--- src/hw/core_params.svh ---
`ifndef CORE_PARAMS_SVH
`define CORE_PARAMS_SVH

// Datapath and memory sizes
`define XLEN        32
`define IMEM_DEPTH  64      // Words
`define DMEM_DEPTH  64      // Words
`define FQ_DEPTH    4       // Power of two, at least 2

// RV32I major opcodes
`define OP_RTYPE    7'b0110011
`define OP_ITYPE    7'b0010011
`define OP_LOAD     7'b0000011
`define OP_STORE    7'b0100011
`define OP_BRANCH   7'b1100011

// R-type function codes
`define F3_ADD      3'b000
`define F3_SUB      3'b000
`define F3_SLT      3'b010
`define F3_OR       3'b110
`define F3_AND      3'b111
`define F7_ADD      7'b0000000
`define F7_SUB      7'b0100000
`define F7_SLT      7'b0000000
`define F7_OR       7'b0000000
`define F7_AND      7'b0000000

`endif

--- src/hw/core_pkg.sv ---
`default_nettype none

package core_pkg;

    // Instruction word seen in R layout or I layout
    typedef union packed {
        struct packed {
            logic [6:0] funct7;
            logic [4:0] rs2;
            logic [4:0] rs1;
            logic [2:0] funct3;
            logic [4:0] rd;
            logic [6:0] opcode;
        } rView;
        struct packed {
            logic [11:0] imm;
            logic [4:0]  rs1;
            logic [2:0]  funct3;
            logic [4:0]  rd;
            logic [6:0]  opcode;
        } iView;
    } instWord_u;

endpackage

`default_nettype wire

--- src/hw/FetchBus.sv ---
`timescale 1ns/1ns
`default_nettype none
`include "core_params.svh"

interface FetchBus;
    import core_pkg::*;

    logic             valid;    // Sender has an item
    logic             ready;    // Receiver can take it
    logic [`XLEN-1:0] pc;
    instWord_u        inst;

    // Payload is held steady while valid waits for ready
    modport sender (output valid, output pc, output inst, input ready);
    modport receiver (input valid, input pc, input inst, output ready);

endinterface

`default_nettype wire

--- src/hw/InstFetch.sv ---
`timescale 1ns/1ns
`default_nettype none
`include "core_params.svh"

module InstFetch (
    input  logic                           CLK,
    input  logic                           rstN,
    input  logic                           run,
    input  logic                           loadEn,
    input  logic [$clog2(`IMEM_DEPTH)-1:0] loadAddr,    // Word index
    input  logic [`XLEN-1:0]               loadData,
    input  logic                           redirectValid,
    input  logic [`XLEN-1:0]               redirectPc,
    FetchBus.sender                        fetchOut
);
    import core_pkg::*;

    localparam int IAW = $clog2(`IMEM_DEPTH);

    instWord_u        imem [`IMEM_DEPTH];
    logic [`XLEN-1:0] pc;
    logic             slotFree;
    logic             fetchNow;

    // Item register empty, or its item leaves on this edge
    assign slotFree = !fetchOut.valid || fetchOut.ready;
    assign fetchNow = run && slotFree && !redirectValid;

    // Program load port
    always_ff @(posedge CLK) begin
        if (loadEn) begin
            imem[loadAddr] <= instWord_u'(loadData);
        end
    end

    always_ff @(posedge CLK or negedge rstN) begin
        if (!rstN) begin
            pc             <= '0;
            fetchOut.valid <= 1'b0;
        end else if (redirectValid) begin
            // Wrong-path item is dropped, target is fetched next cycle
            pc             <= redirectPc;
            fetchOut.valid <= 1'b0;
        end else if (slotFree) begin
            fetchOut.valid <= run;
            if (run) begin
                pc <= pc + 4;
            end
        end
    end

    // Item payload
    always_ff @(posedge CLK) begin
        if (fetchNow) begin
            fetchOut.pc   <= pc;
            fetchOut.inst <= imem[pc[IAW+1:2]];   // Byte PC to word index
        end
    end

endmodule

`default_nettype wire

--- src/flat_wrapper.sv ---
// flat-port wrapper written by rule: the top's interface ports become plain ports
module InstFetch_flat import core_pkg::*;
  (CLK, rstN, run, loadEn, loadAddr, loadData, redirectValid, redirectPc, fetchOut_valid, fetchOut_pc, fetchOut_inst, fetchOut_ready);
  FetchBus fetchOut_i ();
  input  logic CLK;
  input  logic rstN;
  input  logic run;
  input  logic loadEn;
  input  logic [$clog2(`IMEM_DEPTH)-1:0] loadAddr;
  input  logic [`XLEN-1:0] loadData;
  input  logic redirectValid;
  input  logic [`XLEN-1:0] redirectPc;
  output wire logic [$bits(fetchOut_i.valid)-1:0] fetchOut_valid;
  output wire logic [$bits(fetchOut_i.pc)-1:0] fetchOut_pc;
  output wire logic [$bits(fetchOut_i.inst)-1:0] fetchOut_inst;
  input wire logic [$bits(fetchOut_i.ready)-1:0] fetchOut_ready;
  assign fetchOut_valid = fetchOut_i.valid;
  assign fetchOut_pc = fetchOut_i.pc;
  assign fetchOut_inst = fetchOut_i.inst;
  assign fetchOut_i.ready = fetchOut_ready;
  InstFetch u_core (.CLK(CLK), .rstN(rstN), .run(run), .loadEn(loadEn), .loadAddr(loadAddr), .loadData(loadData), .redirectValid(redirectValid), .redirectPc(redirectPc), .fetchOut(fetchOut_i));
endmodule
--- config.mk ---
export PLATFORM = sky130hd
export DESIGN_NAME = InstFetch_flat
export DESIGN_NICKNAME = d
export VERILOG_FILES = /design/src/hw/core_pkg.sv /design/src/hw/FetchBus.sv /design/src/hw/InstFetch.sv /design/src/flat_wrapper.sv
export VERILOG_INCLUDE_DIRS = /design/src /design/src/hw
export SDC_FILE = /design/constraint.sdc
export NUM_CORES = 2
export LEC_CHECK = 0
export BUFFER_PORTS_ARGS = -buffer_cell sky130_fd_sc_hd__buf_4
export CORE_AREA = 8 8 509 561
export DETAILED_ROUTE_END_ITERATION = 10
export DIE_AREA = 0 0 517 569
export GPL_TIMING_DRIVEN = 0
export PLACE_DENSITY = 0.45
export SETUP_SLACK_MARGIN = 0.4
export SLEW_MARGIN = 20
export SYNTH_ARGS = -nofsm -noshare
export SYNTH_HDL_FRONTEND = slang
export SYNTH_SLANG_ARGS = --single-unit
--- constraint.sdc ---
create_clock -name CLK -period 11.5 [get_ports CLK]
set_clock_uncertainty 0.2 [all_clocks]
set_input_delay 1.15 -clock CLK [delete_from_list [all_inputs] [get_ports CLK]]
set_output_delay 1.15 -clock CLK [all_outputs]
set_load 0.1 [all_outputs]
# Word-level counts from Yosys, hierarchy flattened
# Memories as Yosys holds them, arrays and structs flattened. A register that Yosys moved wholly into a read port is not among the register bits.
# Index checks and enable logic that the tools add are counted.
# Widths: inputs -> output; s select.
# word_totals
output_inout_bits	65
wordCells	20
register_bits	65
ramBits	2048
inputBits	76
memories	1
# mem_list
name	depth	word_bits	rd	rd_clocked_by_memory_dff	write_ports	line_no	text
u_core.imem	64	32	1	1	1	InstFetch.sv:20	instWord_u imem [`IMEM_DEPTH];
# classes
n_addsub	1
mux	7
n_reduce_logical	8
# ops
cell	count
$mux 32	3
$add 32x3->32 const B	1
$mux 1	4
$reduce_bool 2->1	2
$logic_and 1x1->1	2
$logic_not 1->1	2
$reduce_and 2->1	1
$logic_or 1x1->1	1

# Longest topological paths before layout
# logic_depth
depth_word	4
depth_mapped	10
depth_no_buf	5

# Worst setup path after synthesis
# OpenSTA, ideal clock, no wires.
# synth_path
kind	input port to flip-flop
from	input fetchOut_ready
to	register u_core.fetchOut.inst[0] (read register of u_core.imem), enable pin
arrival_time_ns	4.425
path_buffers	1
slack_ns	6.388
cell_stages	4
setup_time_ns	0.487
required_ns	10.813
cell_sequence	nand2b_1 > clkbuf_1 > nand2_1 > nor2_1
# synth_via
elab_chain_len	3
# synth_lines
item	line_no	text
from (decl)	flat_wrapper.sv:16	input wire logic [$bits(fetchOut_i.ready)-1:0] fetchOut_ready;
$logic_or 1x1->1	InstFetch.sv:26	assign slotFree = !fetchOut.valid || fetchOut.ready;
$logic_and 1x1->1 (2 in series)	InstFetch.sv:27	assign fetchNow = run && slotFree && !redirectValid;
via u_core.fetchNow	InstFetch.sv:23	logic fetchNow;
to (decl)	FetchBus.sv:14	modport sender (output valid, output pc, output inst, input ready);
# The timed path passes the listed nets, and every way through them passes these cells.
# A chain may end at the register's enable or synchronous reset.

==> impl_metrics.env <==
export IMPL_most_common_layout_cells="2112 x edfxtp_1, 467 x mux4_2, 259 x mux2i_1"
export IMPL_root_buffer="clkbuf_16"
export IMPL_synth_fa_ha_area_share_pct=0.01521
export IMPL_cp_arrival_ns=5.15
export IMPL_ys_flop_type="edfxtp_1"
export IMPL_ys_seq_elements=2145
export IMPL_worstPathCellList="buf_2 -> buf_4 -> buf_2 -> buf_1 -> mux4_2 -> a22oi_1 -> nand2_1 -> o21ai_0 -> a21oi_1"
export IMPL_post_dp_hpwl_um=173300
export IMPL_final_antenna_net_count=0
export IMPL_yosys_area_top_type="edfxtp_1"
export IMPL_die_w_um=517
export IMPL_grt_overflow_total=0
export IMPL_netlist_area_um2=82270
export IMPL_dpl_cell_area_um2=91630
export IMPL_dpl_cell_count=7684
export IMPL_p_switching_uw=4445
export IMPL_outcome="finished, final reports clean"
export IMPL_grt_start_max_net_pins=65
export IMPL_met3_length_um=14060
export IMPL_final_setup_tns_ns=0
export IMPL_start_util_pct=29.77
export IMPL_rsz0062_at_grt="no"
export IMPL_path_class="flop to flop"
export IMPL_dp_slack_ns=6.667
export IMPL_num_vias=40790
export IMPL_final_cell_area_um2=98860
export IMPL_htree_levels=4
export IMPL_drt_first_iter_violations=4184
export IMPL_cp_max_fo=10
export IMPL_utilization_pct=35.77
export IMPL_die_h_um=569
export IMPL_cts_sinks=2145
export IMPL_timing_critical_path_mode_cell="buf_2"
export IMPL_cts_setup_buffers=0
export IMPL_drv_slew=0
export IMPL_p_per_area_nw_per_um2=181.9
export IMPL_place_congestion=0.7803
export IMPL_power_frac_comb_pct=11.4
export IMPL_hold_viol_final=0
export IMPL_synth_nets=3798
export IMPL_seqPwrFrac_pct=48.5
export IMPL_synth_distinct_cells=47
export IMPL_synth_area_leaders="edfxtp_1 77%, mux4_2 13%, mux2i_1 3.2%"
export IMPL_syn_inst=3721
export IMPL_cts_hold_buf=1
export IMPL_dieArea_um2=294200
export IMPL_fmax_mhz=207.0
export IMPL_final_common_cell="edfxtp_1"
export IMPL_wl_per_cell_um=31.62
export IMPL_grt_use_total_pct=16.92
export IMPL_instances_no_fill=8103
export IMPL_synthSimpleGateAreaFrac_pct=1.857
export IMPL_yosys_area_top_type_share_pct=77.09
export IMPL_cpPeakStageDelay_ns=0.89
export IMPL_fin_crit_ns=4.831
export IMPL_synth_area_mux_share_pct=16.02
export IMPL_switching_share_pct=24.72
export IMPL_clock_latency_ns=0.87
export IMPL_routed_wl_um=256200
export IMPL_io_pins=141
export IMPL_portBuffers=135
export IMPL_async_flop_share_pct=1.538
export IMPL_layout_nets=4301
export IMPL_antenna_found_initial=24
export IMPL_grt_pass1_wl_um=350100
export IMPL_clock_path_buffers=4
export IMPL_core_area_um2=276300
export IMPL_start_kind="flop"
export IMPL_syn_to_final_growth_pct=20.16
export IMPL_ir_drop_v=0.0001136
export IMPL_cap_violations=0
export IMPL_slowest_stage="buf_1"
export IMPL_ctsResizeCount=0
export IMPL_viasPerCell=5.034
export IMPL_dr_pass1_iters=7
export IMPL_p_int_uw=13540
export IMPL_p_clk_share_pct=40.2
export IMPL_end_kind="flop"
export IMPL_synth_compound_area_share_pct=2.476
export IMPL_routed_top_layer="met5"
export IMPL_final_setup_viol_count=0
export IMPL_layout_drive_gt1_share_pct=28.55
export IMPL_cts_tree="done"
export IMPL_yosys_warnings=0
export IMPL_relSlewSlack_pct=17.97
export IMPL_grt_pass1_vias=41870
export IMPL_synth_edf_count=2112
export IMPL_drt_met1_wl_um=106500
export IMPL_hp_class="flop to flop"
export IMPL_synth_seq_area_share_pct=78.09
export IMPL_tightestPinTransition_ns=1.230
export IMPL_clk_pin_slew_ns=0.06
export IMPL_cts_buffers_inserted=226
export IMPL_wl_met2_um=128600
export IMPL_leakagePower_uw=0.03096
export IMPL_num_rows=203
export IMPL_fin_ws_ns=6.669
export IMPL_critPathRequiredTime_ns=11.82
export IMPL_synth_top_family_by_area="multiplexers"
export IMPL_final_min_period_over_clock_period_pct=42.01
export IMPL_route_detailed_drc=0
export IMPL_syn_area_per_cell_um2=22.11
export IMPL_yosys_area_share_xor_xnor_pct=0.2661
## final timing paths
path / slack, ns / cells past startpoint / startpoint / endpoint
min in group asynchronous: 0.59 / 2 / rstN / u_core.pc[19]
worst min-delay path: 0.25 / 0 / u_core.pc[1] / u_core.fetchOut.pc[1]
worst max register to register: 6.67 / 9 / u_core.pc[3] / u_core.fetchOut.inst[7]
worst max-delay path: 6.67 / 9 / u_core.pc[3] / u_core.fetchOut.inst[7]
worst min register to register: 0.25 / 0 / u_core.pc[1] / u_core.fetchOut.pc[1]
max in group asynchronous: 10.13 / 2 / rstN / u_core.pc[7]
## cell usage after synthesis (all sizes together) (12+ instances only)
library cell and count:
edfxtp 2112, mux4 467, mux2i 259, buf 127, nor2 95, nand2 93, clkbuf 80, a22oi 65
a21oi 44, a22o 39, o21ai 35, dfrtp 33, o22ai 30, nand3 19, a211oi 18, a221oi 18
nand2b 18, xnor2 18, nor3 15, nor2b 14, o211ai 14, nand4 13, a2111oi 12, nor4 12
## final cells by class
cell class / count / area (um2)
well taps: 3690 / 4617
clock buffers: 276 / 5958
multi-input cells: 1365 / 17470
repair buffers: 275 / 4247
plain buffers: 207 / 1050
flip-flops and latches: 2145 / 64250
diodes: 17 / 42.54
clock inverters: 124 / 1212
fillers: 25600 / 177500
inverters: 4 / 15.01
## worst max-delay path, delay by kind of cell, from the launching register on
kind            cells  cell delay, ns
mux                 1            0.42
buf+inv             4            2.16
compound gates      3            1.22
simple gates        1            0.08
flops               1            0.37
## cells by family (layout without fill, tap and decap cells)
group,after synthesis,in the layout
AOI/OAI and AO/OA,290,290
and+or+nand+nor,317,317
adders and majority gates,1,1
buffers and inverters,211,886
DFF,2145,2145
muxes,732,732
other,0,17
xor gates and xnor gates,25,25
## through the flow
step	hold WS (ns)	power, uW
final	0.2500	17990
after global routing	0.2655	18520
after CTS	0.2269	18200
after detailed placement	0.2423	10970
after global placement	0.2268	10930
after floorplan	0.2196	10030
## registers in the layout, indices dropped and copies added, names as in the netlist
signal	flops
u_core.fetchOut.valid	1
u_core.imem	2048
u_core.fetchOut.inst	32
u_core.pc	32
u_core.fetchOut.pc	32
## metal layers
| layer | global-route usage (%) | vias to the layer above |
|---|---|---|
| met5 | 0 | - |
| met4 | 4.329 | 4 |
| met3 | 2.647 | 321 |
| met2 | 29.21 | 1288 |
| met1 | 22.34 | 22420 |
| li1 | - | 16760 |
## power groups by stage
| stage | logic, uW | clock network (uW) | registers, uW |
|---|---|---|---|
| floorplan | 1040 | 0 | 8990 |
| global placement | 2050 | 0 | 8890 |
| detailed placement | 2080 | 0 | 8880 |
| CTS | 2090 | 7400 | 8720 |
| global route | 2140 | 7660 | 8720 |
| finish | 2050 | 7220 | 8720 |
No activity file was read; power rests on OpenSTA's default activity.
