## src/hw/core_params.svh

```systemverilog
`ifndef CORE_PARAMS_SVH
`define CORE_PARAMS_SVH

// Datapath and memory sizes
`define XLEN        32
`define IMEM_DEPTH  64      // Words
`define DMEM_DEPTH  64      // Words
`define FQ_DEPTH    4       // Power of two, at least 2

// RV32I major opcodes
`define OP_RTYPE    7'b0110011
`define OP_ITYPE    7'b0010011
`define OP_LOAD     7'b0000011
`define OP_STORE    7'b0100011
`define OP_BRANCH   7'b1100011

// R-type function codes
`define F3_ADD      3'b000
`define F3_SUB      3'b000
`define F3_SLT      3'b010
`define F3_OR       3'b110
`define F3_AND      3'b111
`define F7_ADD      7'b0000000
`define F7_SUB      7'b0100000
`define F7_SLT      7'b0000000
`define F7_OR       7'b0000000
`define F7_AND      7'b0000000

`endif

```

## src/hw/core_pkg.sv

```systemverilog
`default_nettype none

package core_pkg;

    // Instruction word seen in R layout or I layout
    typedef union packed {
        struct packed {
            logic [6:0] funct7;
            logic [4:0] rs2;
            logic [4:0] rs1;
            logic [2:0] funct3;
            logic [4:0] rd;
            logic [6:0] opcode;
        } rView;
        struct packed {
            logic [11:0] imm;
            logic [4:0]  rs1;
            logic [2:0]  funct3;
            logic [4:0]  rd;
            logic [6:0]  opcode;
        } iView;
    } instWord_u;

endpackage

`default_nettype wire

```

## src/hw/FetchBus.sv

```systemverilog
`timescale 1ns/1ns
`default_nettype none
`include "core_params.svh"

interface FetchBus;
    import core_pkg::*;

    logic             valid;    // Sender has an item
    logic             ready;    // Receiver can take it
    logic [`XLEN-1:0] pc;
    instWord_u        inst;

    // Payload is held steady while valid waits for ready
    modport sender (output valid, output pc, output inst, input ready);
    modport receiver (input valid, input pc, input inst, output ready);

endinterface

`default_nettype wire

```

## src/hw/FetchQueue.sv

```systemverilog
`timescale 1ns/1ns
`default_nettype none
`include "core_params.svh"

module FetchQueue (
    input  logic      CLK,
    input  logic      rstN,
    input  logic      redirectValid,
    FetchBus.receiver fetchIn,
    FetchBus.sender   fetchOut
);
    import core_pkg::*;

    localparam int AW = $clog2(`FQ_DEPTH);

    logic [`XLEN-1:0] pcBuf [`FQ_DEPTH];
    instWord_u        instBuf [`FQ_DEPTH];
    logic [AW-1:0]    wrPtr;
    logic [AW-1:0]    rdPtr;
    logic [AW:0]      count;            // One extra bit to tell full from empty
    logic             push;
    logic             pop;

    assign fetchIn.ready  = (count != `FQ_DEPTH);
    assign fetchOut.valid = (count != '0);
    assign fetchOut.pc    = pcBuf[rdPtr];
    assign fetchOut.inst  = instBuf[rdPtr];

    assign push = fetchIn.valid && fetchIn.ready;
    assign pop  = fetchOut.valid && fetchOut.ready;

    // Storage
    always_ff @(posedge CLK) begin
        if (push) begin
            pcBuf[wrPtr]   <= fetchIn.pc;
            instBuf[wrPtr] <= fetchIn.inst;
        end
    end

    always_ff @(posedge CLK or negedge rstN) begin
        if (!rstN) begin
            wrPtr <= '0;
            rdPtr <= '0;
            count <= '0;
        end else if (redirectValid) begin
            // Flush everything fetched past the branch
            wrPtr <= '0;
            rdPtr <= '0;
            count <= '0;
        end else begin
            if (push) begin
                wrPtr <= wrPtr + 1'b1;  // Wraps at depth
            end
            if (pop) begin
                rdPtr <= rdPtr + 1'b1;
            end
            case ({push, pop})
                2'b10:   count <= count + 1'b1;
                2'b01:   count <= count - 1'b1;
                default: count <= count;
            endcase
        end
    end

endmodule

`default_nettype wire

```

## src/flat_wrapper.sv

```systemverilog
// flat-port wrapper written by rule: the top's interface ports become plain ports
module FetchQueue_flat import core_pkg::*;
  (CLK, rstN, redirectValid, fetchIn_valid, fetchIn_pc, fetchIn_inst, fetchIn_ready, fetchOut_valid, fetchOut_pc, fetchOut_inst, fetchOut_ready);
  FetchBus fetchIn_i ();
  FetchBus fetchOut_i ();
  input  logic CLK;
  input  logic rstN;
  input  logic redirectValid;
  input wire logic [$bits(fetchIn_i.valid)-1:0] fetchIn_valid;
  input wire logic [$bits(fetchIn_i.pc)-1:0] fetchIn_pc;
  input wire logic [$bits(fetchIn_i.inst)-1:0] fetchIn_inst;
  output wire logic [$bits(fetchIn_i.ready)-1:0] fetchIn_ready;
  output wire logic [$bits(fetchOut_i.valid)-1:0] fetchOut_valid;
  output wire logic [$bits(fetchOut_i.pc)-1:0] fetchOut_pc;
  output wire logic [$bits(fetchOut_i.inst)-1:0] fetchOut_inst;
  input wire logic [$bits(fetchOut_i.ready)-1:0] fetchOut_ready;
  assign fetchIn_i.valid = fetchIn_valid;
  assign fetchIn_i.pc = fetchIn_pc;
  assign fetchIn_i.inst = fetchIn_inst;
  assign fetchIn_ready = fetchIn_i.ready;
  assign fetchOut_valid = fetchOut_i.valid;
  assign fetchOut_pc = fetchOut_i.pc;
  assign fetchOut_inst = fetchOut_i.inst;
  assign fetchOut_i.ready = fetchOut_ready;
  FetchQueue u_core (.CLK(CLK), .rstN(rstN), .redirectValid(redirectValid), .fetchIn(fetchIn_i), .fetchOut(fetchOut_i));
endmodule
```

## config.mk

```make
export PLATFORM = sky130hd
export DESIGN_NAME = FetchQueue_flat
export DESIGN_NICKNAME = d
export VERILOG_FILES = /design/src/hw/core_pkg.sv /design/src/hw/FetchBus.sv /design/src/hw/FetchQueue.sv /design/src/flat_wrapper.sv
export VERILOG_INCLUDE_DIRS = /design/src /design/src/hw
export SDC_FILE = /design/constraint.sdc
export NUM_CORES = 1
export LEC_CHECK = 0
export CAP_MARGIN = 20
export CORE_ASPECT_RATIO = 0.7
export CORE_MARGIN = 1
export CORE_UTILIZATION = 50
export DETAILED_ROUTE_END_ITERATION = 7
export DONT_BUFFER_PORTS = 1
export HOLD_SLACK_MARGIN = 0.05
export PLACE_DENSITY = 0.68
export SYNTH_ARGS = -nofsm -noshare
export SYNTH_HDL_FRONTEND = slang
export SYNTH_SLANG_ARGS = --single-unit
```

## constraint.sdc

```tcl
create_clock -name CLK -period 2.75 [get_ports CLK]
set_clock_uncertainty 0.15 [all_clocks]
set_input_delay 0.55 -clock CLK [delete_from_list [all_inputs] [get_ports CLK]]
set_output_delay 0.55 -clock CLK [all_outputs]
set_load 0.01 [all_outputs]
```

After elaboration in Yosys (flattened, before gate mapping). Memory sizes are Yosys's and may differ from the RTL's. Cells that the tools add are included.

Add/subtract/negate cells: 4. Equality and inequality tests: 3. Mux-type cells: 8. Reduce and logical (&&, ||, !) cells: 6.

Operators with widths (count): 2-to-1 mux 2 bit (4); one-hot mux 3 bit (2 select lines) (1); nonzero test 3 bit (2); adder 2 x 1 -> 2 bit (second input constant) (2); nonzero test 2 bit (2); adder 3 x 1 -> 3 bit (second input constant) (1); 2-to-1 mux 3 bit (1); != test 3 bit (second input constant) (1); subtractor 3 x 1 -> 3 bit (second input constant) (1); equality test 2 x 1 -> 1 bit (second input constant) (1); equality test 2 bit (second input constant) (1); logical AND 1 bit (2); 2-to-1 mux 1 bit (2).

Register bits: 7. Memory bits (writable): 256. Output and inout bits: 66. Word-level logic and storage cells: 26. Memories: 2.

Memory list: u_core.instBuf (words 4, bits a word 32, rd ports 1, clocked after Yosys merged registers in 0, wr ports 1, RTL line FetchQueue.sv:17) `` instWord_u instBuf [`FQ_DEPTH]; ``; u_core.pcBuf (words 4, bits a word 32, rd ports 1, clocked after Yosys merged registers in 0, wr ports 1, RTL line FetchQueue.sv:16) `` logic [`XLEN-1:0] pcBuf [`FQ_DEPTH]; ``.

Depth between registers and ports, before layout.
Depth in word-level cells: 5. Mapped depth: 7. Depth with buffers taken out: 6.

Least setup slack after synthesis. Ideal clock, no wire load.

Path type: input to register. Start: input fetchIn_valid. End: memory u_core.instBuf[0][0] in the netlist's numbering, enable pin. Setup time: 0.429 ns. Arrival time: 2.378 ns. Required time: 2.171 ns. Setup slack: -0.207 ns. Stages on the path: 2. Buffers on the path: 1. Cells stage by stage: clkbuf_1 -> and3_1.

Longest elaborated chain between the ends: 3.

Ends and longest elaborated chain: from (decl) (RTL line flat_wrapper.sv:9) `input wire logic [$bits(fetchIn_i.valid)-1:0] fetchIn_valid;`; logical AND 1 bit (RTL line FetchQueue.sv:29) `assign push = fetchIn.valid && fetchIn.ready;`; 2-to-1 mux 1 bit (RTL line FetchQueue.sv:34) `if (push) begin`; 2-to-1 mux 1 bit (not written as such) (RTL line FetchQueue.sv:36) `instBuf[wrPtr] <= fetchIn.inst;`; to (decl) (RTL line FetchQueue.sv:17).

No other way between the ends.

Worst setup path in the final report.
Start: register u_core.rdPtr[0]. End: output fetchOut_pc[27].

Longest elaborated chain between the ends: 1.

Ends and longest elaborated chain: from (decl) (RTL line FetchQueue.sv:19) `logic [AW-1:0] rdPtr;`; from (signal assigned) (RTL line FetchQueue.sv:55) `rdPtr <= rdPtr + 1'b1;`; memory read (4 x 32 bit); to (decl) (RTL line flat_wrapper.sv:14) `output wire logic [$bits(fetchOut_i.pc)-1:0] fetchOut_pc;`.

No other way between the ends.

==> impl_metrics.toml <==
[status]
outcome = "finished clean"

[logic_synthesis]
ys_warn_count = 0
synth-main-ff-cell = "edfxtp_1"
yosys.area_share.simple = 0.01430
synth_common_cells = "256 x edfxtp_1, 64 x mux4_2, 8 x buf_2, 7 x dfrtp_1, 6 x a21oi_1"
synth_top_area_frac = 0.7844
async_flop_share = 0.02662
synth_compound_area_frac = 0.01098
synth_edf_count = 256
synthMuxAreaShare = 0.1471
ys_seq_area_frac = 0.8022
syn_nets = 473
syn-mean-instance-area_sq_um = 24.56
synth_most_common_cell = "edfxtp_1"
synth-xor-area-share = 0.002681
synthAdderAreaFrac = 0.007149
synth_cells = 399
synth_area_sq_um = 9801
synth_top_area_cell = "edfxtp_1"
synth_cell_type_count = 32
synth_top_family_by_area = "multiplexers"
ys_seq_elements = 263
ys_top_cells_by_area = "edfxtp_1 78%, mux4_2 15%, dfrtp_1 1.8%"

[timing]
hold_viol = 0
period_needed_ns = 2.604
setup_violations = 0
slew_violations = 0
rsz0062_at_grt = "false"
worst_pin_slew_ns = 0.5261
post-route-period-util = 0.9468
relSlewSlack = 0.6492
setup_tns_ns = 0
fmax_mhz = 384.1
setup_slack_ns = 0.1463

[worst_hold_path]
min_path_type = "in2reg"
min_from = "fetchOut_ready"

[finish]
area_delta_synth_final_pct = 19.85
drive_gt1_frac = 0.2441
n_fill_cell = 1288
insertedDiodeCount = 0
nets = 564

[floorplan]
die_area_sq_um = 20170
die_h_um = 119.1
placementRows = 42
io_pins = 135
die_width_um = 169.3
core_sq_um = 19020
initial_core_util = 0.5152

[route]
drt-met1-wl_mm = 6.995
highest_layer = "met4"
via_count = 4366
wl_per_cell_um = 22.21
finalWirelength_mm = 17.15
firstDrtPassIters = 5
wl_met3_mm = 1.613
drt_iter0_markers = 256
viasPerCell = 5.655
drtAntennaViolNets = 0
remaining_drc_errors = 0
dr_wl_met2_mm = 8.292

[global_routing]
antenna_found_initial = 0
grt-ovfl-total = 0
grt_pass1_vias = 4616
grt_pass1_wl_mm = 26.29
grt_use_total = 0.1748
grt_start_max_net_pins = 39

[worst_setup_path]
crit_path_end_kind = "output port"
reg2reg_depth = 4
arrival_ns = 1.90
r2r_end = "u_core.pcBuf[1][18]$_DFFE_PP_"
r2r_slack_ns = 0.52
endpoint = "fetchOut_pc[27]"
r2r_start = "u_core.count[0]$_DFFE_PN0P_"
critPathMaxFanout = 23
cp.required_ns = 2.05
cp-start-kind = "flip-flop"
cp-startpoint = "u_core.rdPtr[0]$_DFFE_PN0P_"
crit_type = "reg2out"

[power_and_ir_drop]
p_leak_uw = 0.003710
irDropWorstVdd_uv = 564.4
p_per_area_nw_per_um2 = 815.9

[clock_tree]
cts-root-buf = "clkbuf_16"
tritoncts = "built"
htree_levels = 1
cts_inserted_buffers = 25
cts.sinks = 263
clock_latency_ns = 0.51
cts_buffer_depth = 3
clk_pin_slew_worst_paths_ns = 0.06

[placement]
gp_congestion = 0.7155
dp_slack_ns = 0.5177
port_buffers = 0
hpwl_mm = 9.742

[run]
maxCapViolations = 0
[registers in the layout, summed over array words and instances, names as in the netlist]
name            cells
u_core.instBuf    128
u_core.pcBuf      128
u_core.count        3
u_core.rdPtr        2
u_core.wrPtr        2
[placed cells by master (no fill, tap or decap), types with 3 or more instances in the layout]
cell type / netlist / routed
and3_4: 0 / 4
clkbuf_1: 2 / 3
ha_1: 4 / 4
a21oi_1: 6 / 6
clkinv_1: 0 / 5
nand3_1: 3 / 3
dfrtp_1: 7 / 5
buf_12: 0 / 7
edfxtp_1: 256 / 256
nand2b_1: 5 / 5
mux4_2: 64 / 64
clkinv_2: 0 / 6
inv_1: 5 / 5
bufinv_16: 0 / 5
clkbuf_16: 0 / 25
dlygate4sd3_1: 0 / 67
o21ai_0: 3 / 3
buf_4: 4 / 9
[cell families (layout without fill, tap and decap cells)]
kind of cell | count (synthesis) | after routing
DFF | 263 | 263
muxes | 64 | 64
buffers and inverters | 24 | 133
and+or+nand+nor | 23 | 23
AOI/OAI and AO/OA | 17 | 17
adders and majority gates | 5 | 5
xor gates and xnor gates | 3 | 3
[worst max-delay path, stage by stage (launching register included)]
cell,delay (ns)
dfrtp_4,0.54
buf_12,0.24
mux4_2,0.60
[layer usage]
metal	GRT usage	vias to the layer above
met5	0	-
met4	0.03322	0
met3	0.06148	20
met2	0.2845	170
met1	0.2308	2292
li1	-	1884
[power breakdown]
group	leakage, uW	internal [uW]	switching, uW	total (uW)
Clock	0.000414	2130	1370	3500
Combinational	0.000857	607	693	1300
Sequential	0.00244	4680	103	4780
Total	0.00371	7410	2170	9580
[metrics by stage]
step | instances | hold slack [ns] | utilization | area, sq um | power [uW]
after floorplan | 399 | 0.1044 | - | 9806 | 5794
after global placement | 658 | 0.1047 | 0.5371 | 10220 | 6024
after detailed placement | 658 | 0.1046 | 0.5371 | 10220 | 6057
after CTS | 772 | 0.1006 | 0.6175 | 11750 | 9689
after global routing | 772 | 0.1173 | 0.6175 | 11750 | 9933
final | 772 | 0.1170 | 0.6175 | 11750 | 9583
[how the worst min path moves through the flow]
stage	to	cells past startpoint
global placement	u_core.wrPtr[0]$_DFFE_PN0P_	0
CTS	u_core.count[2]$_DFFE_PN0P_	2
finish	u_core.count[2]$_DFFE_PN0P_	2
global route	u_core.count[2]$_DFFE_PN0P_	2
floorplan	u_core.count[0]$_DFFE_PN0P_	0
detailed placement	u_core.count[2]$_DFFE_PN0P_	0
[cell type report]
class	count	area [sq um]	area share
Clock inverter	17	206.4	0.01758
Clock buffer	28	636.9	0.05422
Inverter	5	18.77	0.001598
Multi-Input combinational cell	112	1805	0.1537
Timing Repair Buffer	83	878.3	0.07478
Sequential cell	263	7870	0.6700
Tap cell	264	330.3	0.02812
[repair_timing]
action / 4_1_cts / 5_1_grt
gates resized for setup: 0 / 0
endpoints found under the hold margin: 270 / 0
hold buffers: 67 / 0
setup buffers: 2 / 0
endpoints found under the setup margin: 2 / 0
Power figures use the tool's default switching activity.
