--- config.mk ---
export PLATFORM = sky130hd
export DESIGN_NAME = ExecuteUnit_flat
export DESIGN_NICKNAME = d
export VERILOG_FILES = /design/src/hw/core_pkg.sv /design/src/hw/FetchBus.sv /design/src/hw/ExecuteUnit.sv /design/src/hw/RegisterFile.sv /design/src/flat_wrapper.sv
export VERILOG_INCLUDE_DIRS = /design/src /design/src/hw
export SDC_FILE = /design/constraint.sdc
export NUM_CORES = 2
export LEC_CHECK = 0
export ABC_AREA = 0
export BUFFER_PORTS_ARGS = -buffer_cell sky130_fd_sc_hd__buf_2
export CORE_UTILIZATION = 27
export DETAILED_ROUTE_END_ITERATION = 10
export SLEW_MARGIN = 20
export SYNTH_ARGS = -nofsm -noshare
export SYNTH_HDL_FRONTEND = slang
export SYNTH_SLANG_ARGS = --single-unit
--- constraint.sdc ---
create_clock -name CLK -period 13 [get_ports CLK]
set_clock_uncertainty 0.2 [all_clocks]
set_input_delay 1.3 -clock CLK [delete_from_list [all_inputs] [get_ports CLK]]
set_output_delay 1.3 -clock CLK [all_outputs]
set_load 0.05 [all_outputs]
--- src/hw/core_params.svh ---
`ifndef CORE_PARAMS_SVH
`define CORE_PARAMS_SVH

// Datapath and memory sizes
`define XLEN        32
`define IMEM_DEPTH  64      // Words
`define DMEM_DEPTH  64      // Words
`define FQ_DEPTH    4       // Power of two, at least 2

// RV32I major opcodes
`define OP_RTYPE    7'b0110011
`define OP_ITYPE    7'b0010011
`define OP_LOAD     7'b0000011
`define OP_STORE    7'b0100011
`define OP_BRANCH   7'b1100011

// R-type function codes
`define F3_ADD      3'b000
`define F3_SUB      3'b000
`define F3_SLT      3'b010
`define F3_OR       3'b110
`define F3_AND      3'b111
`define F7_ADD      7'b0000000
`define F7_SUB      7'b0100000
`define F7_SLT      7'b0000000
`define F7_OR       7'b0000000
`define F7_AND      7'b0000000

`endif

--- src/hw/core_pkg.sv ---
`default_nettype none

package core_pkg;

    // Instruction word seen in R layout or I layout
    typedef union packed {
        struct packed {
            logic [6:0] funct7;
            logic [4:0] rs2;
            logic [4:0] rs1;
            logic [2:0] funct3;
            logic [4:0] rd;
            logic [6:0] opcode;
        } rView;
        struct packed {
            logic [11:0] imm;
            logic [4:0]  rs1;
            logic [2:0]  funct3;
            logic [4:0]  rd;
            logic [6:0]  opcode;
        } iView;
    } instWord_u;

endpackage

`default_nettype wire

--- src/hw/FetchBus.sv ---
`timescale 1ns/1ns
`default_nettype none
`include "core_params.svh"

interface FetchBus;
    import core_pkg::*;

    logic             valid;    // Sender has an item
    logic             ready;    // Receiver can take it
    logic [`XLEN-1:0] pc;
    instWord_u        inst;

    // Payload is held steady while valid waits for ready
    modport sender (output valid, output pc, output inst, input ready);
    modport receiver (input valid, input pc, input inst, output ready);

endinterface

`default_nettype wire

--- src/hw/ExecuteUnit.sv ---
`timescale 1ns/1ns
`default_nettype none
`include "core_params.svh"

module ExecuteUnit (
    input  logic                CLK,
    input  logic                rstN,
    FetchBus.receiver           fetchIn,
    output logic                redirectValid,
    output logic [`XLEN-1:0]    redirectPc,
    output logic                retireValid,
    output logic [`XLEN-1:0]    retirePc,
    output core_pkg::instWord_u retireInst,
    output logic [4:0]          retireRd,
    output logic [`XLEN-1:0]    retireData
);
    import core_pkg::*;

    localparam int DAW = $clog2(`DMEM_DEPTH);

    localparam logic [2:0] ALU_ADD = 3'd0;
    localparam logic [2:0] ALU_SUB = 3'd1;
    localparam logic [2:0] ALU_AND = 3'd2;
    localparam logic [2:0] ALU_OR  = 3'd3;
    localparam logic [2:0] ALU_SLT = 3'd4;

    instWord_u        inst;
    logic             accept;
    logic             loadPending;      // Second cycle of lw
    logic             regWrite;
    logic             aluSrc;
    logic             memWrite;
    logic             memToReg;
    logic             branch;
    logic [1:0]       aluOp;
    logic [2:0]       aluCtl;
    logic [`XLEN-1:0] rs1Data;
    logic [`XLEN-1:0] rs2Data;
    logic [`XLEN-1:0] immI;
    logic [`XLEN-1:0] immS;
    logic [`XLEN-1:0] immB;
    logic [`XLEN-1:0] aluB;
    logic [`XLEN-1:0] aluResult;
    logic [`XLEN-1:0] nextPc;
    logic [`XLEN-1:0] memRdata;
    logic [`XLEN-1:0] dmem [`DMEM_DEPTH];
    logic             taken;
    logic             rfWriteEn;
    logic [4:0]       rfWriteAddr;
    logic [`XLEN-1:0] rfWriteData;

    assign inst          = fetchIn.inst;
    assign fetchIn.ready = !loadPending;
    assign accept        = fetchIn.valid && fetchIn.ready;

    // Main control from opcode
    always_comb begin
        regWrite = 1'b0;
        aluSrc   = 1'b0;
        memWrite = 1'b0;
        memToReg = 1'b0;
        branch   = 1'b0;
        aluOp    = 2'b00;                                   // Address add
        case (inst.rView.opcode)
            `OP_RTYPE:  begin regWrite = 1'b1; aluOp = 2'b10; end
            `OP_ITYPE:  begin regWrite = 1'b1; aluSrc = 1'b1; end
            `OP_LOAD:   begin regWrite = 1'b1; aluSrc = 1'b1; memToReg = 1'b1; end
            `OP_STORE:  begin aluSrc = 1'b1; memWrite = 1'b1; end
            `OP_BRANCH: begin branch = 1'b1; aluOp = 2'b01; end  // Compare by subtract
            default:    aluOp = 2'b00;
        endcase
    end

    // ALU control
    always_comb begin
        case (aluOp)
            2'b00:   aluCtl = ALU_ADD;
            2'b01:   aluCtl = ALU_SUB;
            default: begin
                case ({inst.rView.funct7, inst.rView.funct3})
                    {`F7_SUB, `F3_SUB}: aluCtl = ALU_SUB;
                    {`F7_AND, `F3_AND}: aluCtl = ALU_AND;
                    {`F7_OR,  `F3_OR}:  aluCtl = ALU_OR;
                    {`F7_SLT, `F3_SLT}: aluCtl = ALU_SLT;
                    {`F7_ADD, `F3_ADD}: aluCtl = ALU_ADD;
                    default:            aluCtl = ALU_ADD;
                endcase
            end
        endcase
    end

    RegisterFile regFile (
        .CLK       (CLK),
        .rstN      (rstN),
        .readAddr1 (inst.rView.rs1),
        .readAddr2 (inst.rView.rs2),
        .writeEn   (rfWriteEn),
        .writeAddr (rfWriteAddr),
        .writeData (rfWriteData),
        .readData1 (rs1Data),
        .readData2 (rs2Data)
    );

    // Immediates; S and B are reassembled from the R view fields
    assign immI = {{(`XLEN-12){inst.iView.imm[11]}}, inst.iView.imm};
    assign immS = {{(`XLEN-12){inst.rView.funct7[6]}}, inst.rView.funct7, inst.rView.rd};
    assign immB = {{(`XLEN-13){inst.rView.funct7[6]}}, inst.rView.funct7[6], inst.rView.rd[0],
                   inst.rView.funct7[5:0], inst.rView.rd[4:1], 1'b0};
    assign aluB = aluSrc ? (memWrite ? immS : immI) : rs2Data;

    always_comb begin
        case (aluCtl)
            ALU_SUB: aluResult = rs1Data - aluB;
            ALU_AND: aluResult = rs1Data & aluB;
            ALU_OR:  aluResult = rs1Data | aluB;
            ALU_SLT: aluResult = {{(`XLEN-1){1'b0}}, $signed(rs1Data) < $signed(aluB)};
            ALU_ADD: aluResult = rs1Data + aluB;
            default: aluResult = rs1Data + aluB;
        endcase
    end

    // beq resolution
    assign taken         = branch && (aluResult == '0);
    assign redirectValid = accept && taken;
    assign redirectPc    = fetchIn.pc + immB;
    assign nextPc        = taken ? redirectPc : fetchIn.pc + 4;

    // Data memory with synchronous read
    always_ff @(posedge CLK) begin
        if (accept && memWrite) begin
            dmem[aluResult[DAW+1:2]] <= rs2Data;
        end
        if (accept && memToReg) begin
            memRdata <= dmem[aluResult[DAW+1:2]];
        end
    end

    // Load writes back in its second cycle, rd is already in retireRd
    assign rfWriteEn   = (accept && regWrite && !memToReg) || loadPending;
    assign rfWriteAddr = loadPending ? retireRd : inst.rView.rd;
    assign rfWriteData = loadPending ? memRdata : aluResult;

    always_ff @(posedge CLK or negedge rstN) begin
        if (!rstN) begin
            loadPending <= 1'b0;
            retireValid <= 1'b0;
        end else begin
            loadPending <= accept && memToReg;
            retireValid <= (accept && !memToReg) || loadPending;
        end
    end

    // Retire record
    always_ff @(posedge CLK) begin
        if (loadPending) begin
            retireData <= (retireRd == 5'd0) ? '0 : memRdata;
        end else if (accept) begin
            retirePc   <= fetchIn.pc;
            retireInst <= inst;
            retireRd   <= regWrite ? inst.rView.rd : 5'd0;
            if (memWrite) begin
                retireData <= rs2Data;                      // Store data
            end else if (branch) begin
                retireData <= nextPc;
            end else if (regWrite && inst.rView.rd != 5'd0) begin
                retireData <= aluResult;
            end else begin
                retireData <= '0;
            end
        end
    end

endmodule

`default_nettype wire

--- src/hw/RegisterFile.sv ---
`timescale 1ns/1ns
`default_nettype none
`include "core_params.svh"

module RegisterFile (
    input  logic             CLK,
    input  logic             rstN,
    input  logic [4:0]       readAddr1,
    input  logic [4:0]       readAddr2,
    input  logic             writeEn,
    input  logic [4:0]       writeAddr,
    input  logic [`XLEN-1:0] writeData,
    output logic [`XLEN-1:0] readData1,
    output logic [`XLEN-1:0] readData2
);

    logic [`XLEN-1:0] regs [1:31];      // x0 has no storage

    always_ff @(posedge CLK or negedge rstN) begin
        if (!rstN) begin
            for (int i = 1; i < 32; i++) begin
                regs[i] <= '0;
            end
        end else if (writeEn && writeAddr != 5'd0) begin
            regs[writeAddr] <= writeData;   // x0 never written
        end
    end

    // Asynchronous reads, x0 hardwired
    assign readData1 = (readAddr1 == 5'd0) ? '0 : regs[readAddr1];
    assign readData2 = (readAddr2 == 5'd0) ? '0 : regs[readAddr2];

endmodule

`default_nettype wire

--- src/flat_wrapper.sv ---
// flat-port wrapper written by rule: the top's interface ports become plain ports
module ExecuteUnit_flat import core_pkg::*;
  (CLK, rstN, redirectValid, redirectPc, retireValid, retirePc, retireInst, retireRd, retireData, fetchIn_valid, fetchIn_pc, fetchIn_inst, fetchIn_ready);
  FetchBus fetchIn_i ();
  input  logic CLK;
  input  logic rstN;
  output logic redirectValid;
  output logic [`XLEN-1:0] redirectPc;
  output logic retireValid;
  output logic [`XLEN-1:0] retirePc;
  output core_pkg::instWord_u retireInst;
  output logic [4:0] retireRd;
  output logic [`XLEN-1:0] retireData;
  input wire logic [$bits(fetchIn_i.valid)-1:0] fetchIn_valid;
  input wire logic [$bits(fetchIn_i.pc)-1:0] fetchIn_pc;
  input wire logic [$bits(fetchIn_i.inst)-1:0] fetchIn_inst;
  output wire logic [$bits(fetchIn_i.ready)-1:0] fetchIn_ready;
  assign fetchIn_i.valid = fetchIn_valid;
  assign fetchIn_i.pc = fetchIn_pc;
  assign fetchIn_i.inst = fetchIn_inst;
  assign fetchIn_ready = fetchIn_i.ready;
  ExecuteUnit u_core (.CLK(CLK), .rstN(rstN), .fetchIn(fetchIn_i), .redirectValid(redirectValid), .redirectPc(redirectPc), .retireValid(retireValid), .retirePc(retirePc), .retireInst(retireInst), .retireRd(retireRd), .retireData(retireData));
endmodule
Word level (Yosys, flattened, before mapping)
Memory sizes are Yosys's and may differ from the RTL's. A register that Yosys moved wholly into a read port is not among the register bits.
Cells that the tools add are included.
{ "op_classes": {"addsub": 4, "order_cmp": 5, "n_eq_ne": 14, "muxes": 33, "bitwise_logic": 6, "reduce_logical": 26} }
{ "op_table": {"columns": ["op", "n"], "rows": [
  ["bitwise mux 992 bit", 1],
  ["two-way mux 32 bit", 16],
  ["binary-select mux 32 bit (select 5 bit)", 2],
  ["demux 32 bit (select 5 bit)", 1],
  ["one-hot mux 32 bit (4 select lines)", 1],
  ["adder 32 bit", 2],
  ["adder 32 x 3 -> 32 bit, second input constant", 1],
  ["AND 32 bit", 1],
  ["logical NOT 32 bit", 1],
  ["< comparator 32 bit", 1],
  ["bitwise OR 32 bit", 1],
  ["subtractor 32 bit", 1],
  ["equality test 10 x 3 -> 1 bit, second input constant", 2],
  [">= comparator 6 bit, second input constant", 3],
  ["NOT 5 -> 6 bit", 3],
  ["logical NOT 5 bit", 3],
  ["equality test 7 x 6 -> 1 bit, second input constant", 2],
  ["one-hot mux 3 bit (4 select lines)", 1],
  ["logical AND 1 bit", 11],
  ["equality test 10 x 2 -> 1 bit, second input constant", 1],
  ["equality test 10 x 9 -> 1 bit, second input constant", 1],
  ["two-way mux 5 bit", 2],
  ["nonzero test 5 bit", 2],
  ["equality test 7 x 2 -> 1 bit, second input constant", 1],
  ["other kinds (17)", 27]
]} }
{ "word_totals": {"register_bits": 1095, "ramBits": 2048, "in_bits": 67, "out_inout_bits": 136, "elab_cells": 126, "n_memories": 1} }
{ "mem_list": {"columns": ["name", "words", "width", "read_ports", "rd_ports_with_merged_regs", "write_ports", "line", "text"], "rows": [
  ["u_core.dmem", 64, 32, 1, 1, 1, "ExecuteUnit.sv:46", "logic [`XLEN-1:0] dmem [`DMEM_DEPTH];"]
]} }

Longest topological paths before layout
{ "logic_depth": {"word_depth": 15, "mapped_depth": 28, "mapped_depth_nobuf": 23} }

Modules after synthesis
From an unflattened synthesis, not the netlist that was laid out.
{ "hier_totals": {"hier_cells": 10711, "area_unflattened_um2": 144147.0} }
{ "by_module_without_submodules": {"columns": ["mod", "n_inst", "cells_each", "area_each_um2", "seq_area_each_um2"], "rows": [
  ["ExecuteUnit", 1, 6645, 90787.1, 65542.9],
  ["RegisterFile", 1, 4066, 53359.9, 24823.8]
]} }

Worst setup path after synthesis
No wires, ideal clock.
{ "synth_timing": {"kind": "input-to-output", "start": "in fetchIn_inst[20]", "end": "out redirectValid", "t_arrival_ps": 9317, "t_required_ps": 11500, "slack_ps": 2183, "stages": 24, "n_path_buf": 6, "cell_sequence": "clkbuf_1 buf_1 buf_1 clkbuf_1 clkbuf_1 a22o_1 mux4_2 mux2i_1 inv_1 o21ai_0 ha_1 clkbuf_1 nor3_1 o21ai_0 a2111oi_0 a311oi_1 nand2_1 a21oi_1 o41ai_1 a21oi_1 xor2_1 a21o_1 or4_1 nor4_1"} }
{ "synth_between": {"elab_chain_len": 11, "word_cells_on_any_way": 17, "classes_between": "add/sub (2); order compare (1); mux (7); bitwise (3); reduce/logical (4)"} }
{ "synth_lines": {"columns": ["item", "line", "text"], "rows": [
  ["start: declaration", "flat_wrapper.sv:16", "input wire logic [$bits(fetchIn_i.inst)-1:0] fetchIn_inst;"],
  ["NOT 5 -> 6 bit (implied by the code)", "RegisterFile.sv:31", "assign readData2 = (readAddr2 == 5'd0) ? '0 : regs[readAddr2];"],
  ["binary-select mux 32 bit (select 5 bit)", "RegisterFile.sv:31", null],
  ["two-way mux 32 bit (implied by the code) (2 in series)", "RegisterFile.sv:31", null],
  ["two-way mux 32 bit (*)", "RegisterFile.sv:31", null],
  ["named net u_core.regFile.readData2[13]", "RegisterFile.sv:14", "output logic [`XLEN-1:0] readData2"],
  ["two-way mux 32 bit (*)", "ExecuteUnit.sv:109", "assign aluB = aluSrc ? (memWrite ? immS : immI) : rs2Data;"],
  ["adder 32 bit (tied with other cells)", "ExecuteUnit.sv:117, ExecuteUnit.sv:118", null],
  ["one-hot mux 32 bit (4 select lines) (*)", "ExecuteUnit.sv:112", "case (aluCtl)"],
  ["logical NOT 32 bit (*)", "ExecuteUnit.sv:123", "assign taken = branch && (aluResult == '0);"],
  ["logical AND 1 bit (*)", "ExecuteUnit.sv:123", null],
  ["logical AND 1 bit (*)", "ExecuteUnit.sv:124", "assign redirectValid = accept && taken;"],
  ["end: declaration", "flat_wrapper.sv:7", "output logic redirectValid;"]
]} }
The timed path passes the listed nets; every way through them passes the cells marked *. The select of a mux whose other input is x is not followed.

Worst setup path in the final report
Ends and elaborated chain as after synthesis.

==> flow_summary.html <==
<table>
<tr><th>Metric</th><th>Value</th></tr>
<tr><th colspan="2">Status</th></tr>
<tr><td>Result of the run</td><td>complete, no violations</td></tr>
<tr><th colspan="2">Global route</th></tr>
<tr><td>Maximum number of pins on one net before global-route repair</td><td>179</td></tr>
<tr><td>Global-route wire length before repair</td><td>671 mm</td></tr>
<tr><td>Via count of the first global-routing pass</td><td>87,244</td></tr>
<tr><td>Overall Global Routing Usage</td><td>0.180</td></tr>
<tr><td>Number of antenna violations at the first check in global routing</td><td>22</td></tr>
<tr><td>Grt total ovfl</td><td>0</td></tr>
<tr><th colspan="2">Worst setup path</th></tr>
<tr><td>Slowest cell on the critical path</td><td>nor4_1</td></tr>
<tr><td>CP endpoint kind</td><td>output pin</td></tr>
<tr><td>Biggest fanout along the worst timing path</td><td>91</td></tr>
<tr><td>Critical path, cell by cell</td><td>buf_8 &gt; buf_12 &gt; mux4_2 &gt; mux4_2 &gt; mux2i_1 &gt; inv_2 &gt; buf_4 &gt; o22ai_1 &gt; a21o_1 &gt; ha_1 &gt; and3_1 &gt; a221o_1 &gt; a2111oi_2 &gt; nor4_1 &gt; o21ai_1 &gt; mux2_2 &gt; o21ai_0 &gt; o221ai_1 &gt; or4_1 &gt; nor3_1 &gt; nand4b_1 &gt; nor4_1 &gt; buf_2</td></tr>
<tr><td>Sort of element at the start of the critical path</td><td>primary input</td></tr>
<tr><td>Crit path required time</td><td>between 10 and 15 ns</td></tr>
<tr><td>Critical path type</td><td>primary input to output pin</td></tr>
<tr><td>Biggest cell delay along the critical path</td><td>0.90 ns</td></tr>
<tr><td>Arrival time at the worst endpoint</td><td>10.36 ns</td></tr>
<tr><th colspan="2">Clock tree</th></tr>
<tr><td>Clock root buffer</td><td>clkbuf_16</td></tr>
<tr><td>Number of resized instances in the post-cts repair step</td><td>0</td></tr>
<tr><td>Post CTS Setup Buffer Count</td><td>0</td></tr>
<tr><td>Clock latency at the later pin of the worst-skew pair</td><td>0.91 ns</td></tr>
<tr><td>Number of buffers added by the clock tree synthesis step</td><td>between 300 and 400</td></tr>
<tr><td>CTS sink cnt</td><td>about 3,200</td></tr>
<tr><td>TritonCTS clock tree</td><td>done</td></tr>
<tr><td>Number of hold-repair buffers added at the cts stage</td><td>0</td></tr>
<tr><td>Max Root-Sink Buffers</td><td>4</td></tr>
<tr><td>Htree depth</td><td>5</td></tr>
<tr><td>Clock-pin slew of the registers on the worst-case setup and hold paths</td><td>~0.06 ns</td></tr>
<tr><th colspan="2">Synthesis</th></tr>
<tr><td>Yosys warning total</td><td>0</td></tr>
<tr><td>Post-Synthesis Net Count</td><td>9,909</td></tr>
<tr><td>Leading cell types by count after synthesis</td><td>edfxtp_1, nand2_1, o21ai_0, dfrtp_1, a22oi_1</td></tr>
<tr><td>Yosys top cell area share</td><td>0.477</td></tr>
<tr><td>Flip-flop and latch count after synthesis</td><td>3,175</td></tr>
<tr><td>Synth area leader</td><td>edfxtp_1</td></tr>
<tr><td>Top area cells in the synthesized netlist</td><td>edfxtp_1, dfrtp_1, mux4_2</td></tr>
<tr><td>Avg Cell Area, Syn</td><td>14.1 µm²</td></tr>
<tr><td>Async S/R FF share, synth</td><td>0.313</td></tr>
<tr><td>Post-Synthesis Cell Area</td><td>0.137 mm²</td></tr>
<tr><td>Post-Syn Instances</td><td>~9,700</td></tr>
<tr><td>Top-count cell post-synth</td><td>edfxtp_1</td></tr>
<tr><td>Count of flip-flops with a built-in enable after synthesis</td><td>between 2,000 and 2,500</td></tr>
<tr><td>Flip-flop cell with the highest count after synthesis</td><td>edfxtp_1</td></tr>
<tr><td>Count of different cell masters after synthesis</td><td>89</td></tr>
<tr><td>Share of the yosys chip area belonging to registers</td><td>0.658</td></tr>
<tr><th colspan="2">Timing</th></tr>
<tr><td>Total of endpoints with negative setup slack in the final report</td><td>0</td></tr>
<tr><td>Relative slew margins</td><td>0.190</td></tr>
<tr><td>Highest clock rate</td><td>84.3 MHz</td></tr>
<tr><td>Hold Fails Final Rpt</td><td>0</td></tr>
<tr><td>Period Utilization, post-route</td><td>0.912</td></tr>
<tr><td>Final period demand of the worst path</td><td>11.86 ns</td></tr>
<tr><td>Final WS setup</td><td>1.14 ns</td></tr>
<tr><td>Fin Hold WS</td><td>0.196 ns</td></tr>
<tr><td>Pin slew with the least headroom to its limit</td><td>1.21 ns</td></tr>
<tr><td>Number of max-slew violations in the final report</td><td>0</td></tr>
<tr><td>Setup repair after global routing missed its margin</td><td>false</td></tr>
<tr><td>Fin Setup TNS</td><td>0 ns</td></tr>
<tr><th colspan="2">Drt</th></tr>
<tr><td>Antenna Nets Post-Route</td><td>0</td></tr>
<tr><td>Iteration-0 DRC count of the detailed router</td><td>12,055</td></tr>
<tr><td>Routed length per placed instance</td><td>between 20 and 30 µm</td></tr>
<tr><td>Drt total wl</td><td>477 mm</td></tr>
<tr><td>1st-pass router iterations</td><td>7</td></tr>
<tr><td>Count of unresolved DRC violations after routing</td><td>0</td></tr>
<tr><td>Vias/cell</td><td>roughly 5.5</td></tr>
<tr><td>Via count of the routed design</td><td>just over 90,000</td></tr>
<tr><th colspan="2">Worst hold path</th></tr>
<tr><td>Worst hold path type</td><td>primary input to asynchronous set/reset pin</td></tr>
<tr><th colspan="2">Place</th></tr>
<tr><td>Pre-CTS setup slack</td><td>1.42 ns</td></tr>
<tr><td>Inst Count DP</td><td>16,125</td></tr>
<tr><td>Post-detail-place hpwl</td><td>approximately 280 mm</td></tr>
<tr><td>Gpl congestion</td><td>0.949</td></tr>
<tr><td>IO Port Bufs</td><td>202</td></tr>
<tr><th colspan="2">Finish</th></tr>
<tr><td>Count of non-filler cells in the finished layout</td><td>16,691</td></tr>
<tr><td>Fraction of layout instances using a drive strength above 1</td><td>0.184</td></tr>
<tr><td>Nets</td><td>9,932</td></tr>
<tr><td>Area growth from synthesis to layout</td><td>14.6%</td></tr>
<tr><th colspan="2">Die</th></tr>
<tr><td>Height of the die</td><td>715 µm</td></tr>
<tr><td>Number of cell rows</td><td>261</td></tr>
<tr><td>Die area</td><td>0.512 mm²</td></tr>
<tr><td>Width of the die</td><td>715 µm</td></tr>
<tr><td>Top-level port count</td><td>203</td></tr>
<tr><td>Effective utilization at floorplan</td><td>0.271</td></tr>
<tr><td>CORE AREA</td><td>0.506 mm²</td></tr>
<tr><th colspan="2">Pwr</th></tr>
<tr><td>Peak supply drop</td><td>0.000104 V</td></tr>
<tr><td>Lkg Pwr</td><td>59.3 nW</td></tr>
<tr><td>Power per cell area</td><td>131 mW/mm²</td></tr>
<tr><th colspan="2">Flow run</th></tr>
<tr><td>Total of max-cap violations</td><td>0</td></tr>
</table>
-- state kept, by name (all words and copies together), names as in the netlist --
signal               count
u_core.retirePc         32
u_core.retireInst       32
u_core.retireValid       1
u_core.regFile.regs    992
u_core.loadPending       1
u_core.retireData       32
u_core.dmem           2048
u_core.retireRd          5
u_core.memRdata         32
-- where the power goes --
part | switching, mW | total (mW) | internal [mW]
Clock | 4.00 | 9.08 | 5.08
Sequential | 0.0110 | 10.7 | 10.7
Combinational | 0.580 | 0.773 | 0.193
Total | 4.59 | 20.6 | 16.0
-- final timing paths --
kind / startpoint / end / slack, ns / cells after the start
max reg2reg: u_core.regFile.regs[387] / u_core.retireData[3] / 4.63 / 22
min: rstN / u_core.regFile.regs[960] / 0.20 / 1
min reg2reg: u_core.regFile.regs[271] / u_core.regFile.regs[271] / 0.30 / 2
max: fetchIn_inst[20] / redirectValid / 1.14 / 23
max in group asynchronous: rstN / u_core.regFile.regs[265] / 9.37 / 4
min in group CLK: u_core.regFile.regs[271] / u_core.regFile.regs[271] / 0.30 / 2
-- area by class of cell --
class	instances	area, µm²
antenna	10	25.0
clock buffer	402	8470
clock inverter	153	1480
fill	49957	349000
inverter	136	518
multi-input combinational	5611	44600
sequential	3175	90400
tap	6706	8390
timing repair buffer	498	3630
-- kinds of logic (layout without fill, tap and decap cells) --
logic type                 Yosys count  after routing  share of synthesized area
DFF                               3175           3175                      0.658
AOI/OAI and AO/OA                 2856           2856                      0.135
and+or+nand+nor                   1799           1799                     0.0569
buffers and inverters              926           1189                     0.0257
muxes                              746            746                      0.108
adders and majority gates          130            130                     0.0120
xor gates and xnor gates            80             80                    0.00510
other                                0             10                          0
-- per-layer routing --
metal,part of all wire,global-route usage
met1,0.41,0.246
met2,0.45,0.278
met5,0.000057,0
met4,0.042,0.0675
met3,0.10,0.0404
-- critical path: cells and delay by family --
| kind | cells | cell delay, ns |
|---|---|---|
| multiplexers | 4 | 2.03 |
| adder cells (fa/ha/maj) | 1 | 0.34 |
| AO/OA/AOI/OAI | 7 | 2.30 |
| buffers and inverters | 5 | 1.70 |
| AND/OR/NAND/NOR | 6 | 2.38 |
-- cell usage in the layout, fill, tap and decap left out, types with 139 or more instances in the layout --
| master | n |
|---|---|
| a22oi_1 | 753 |
| mux4_2 | 576 |
| edfxtp_1 | 2181 |
| buf_4 | 273 |
| nand2_1 | 1129 |
| a31oi_1 | 142 |
| a22o_1 | 206 |
| dfrtp_1 | 993 |
| a21oi_1 | 220 |
| nor2_1 | 139 |
| o21ai_0 | 1105 |
| a221oi_1 | 144 |
| buf_2 | 191 |
| clkbuf_16 | 321 |
-- stage by stage --
| step | total power [mW] | instance area (µm²) | utilization |
|---|---|---|---|
| floorplan | 11.4 | 137000 | - |
| CTS | 20.7 | 157000 | 0.311 |
| detailed placement | 11.7 | 147000 | 0.291 |
| finish | 20.6 | 157000 | 0.311 |
| global route | 21.1 | 157000 | 0.311 |
| global placement | 11.7 | 147000 | 0.291 |
Power figures use the tool's default switching activity.
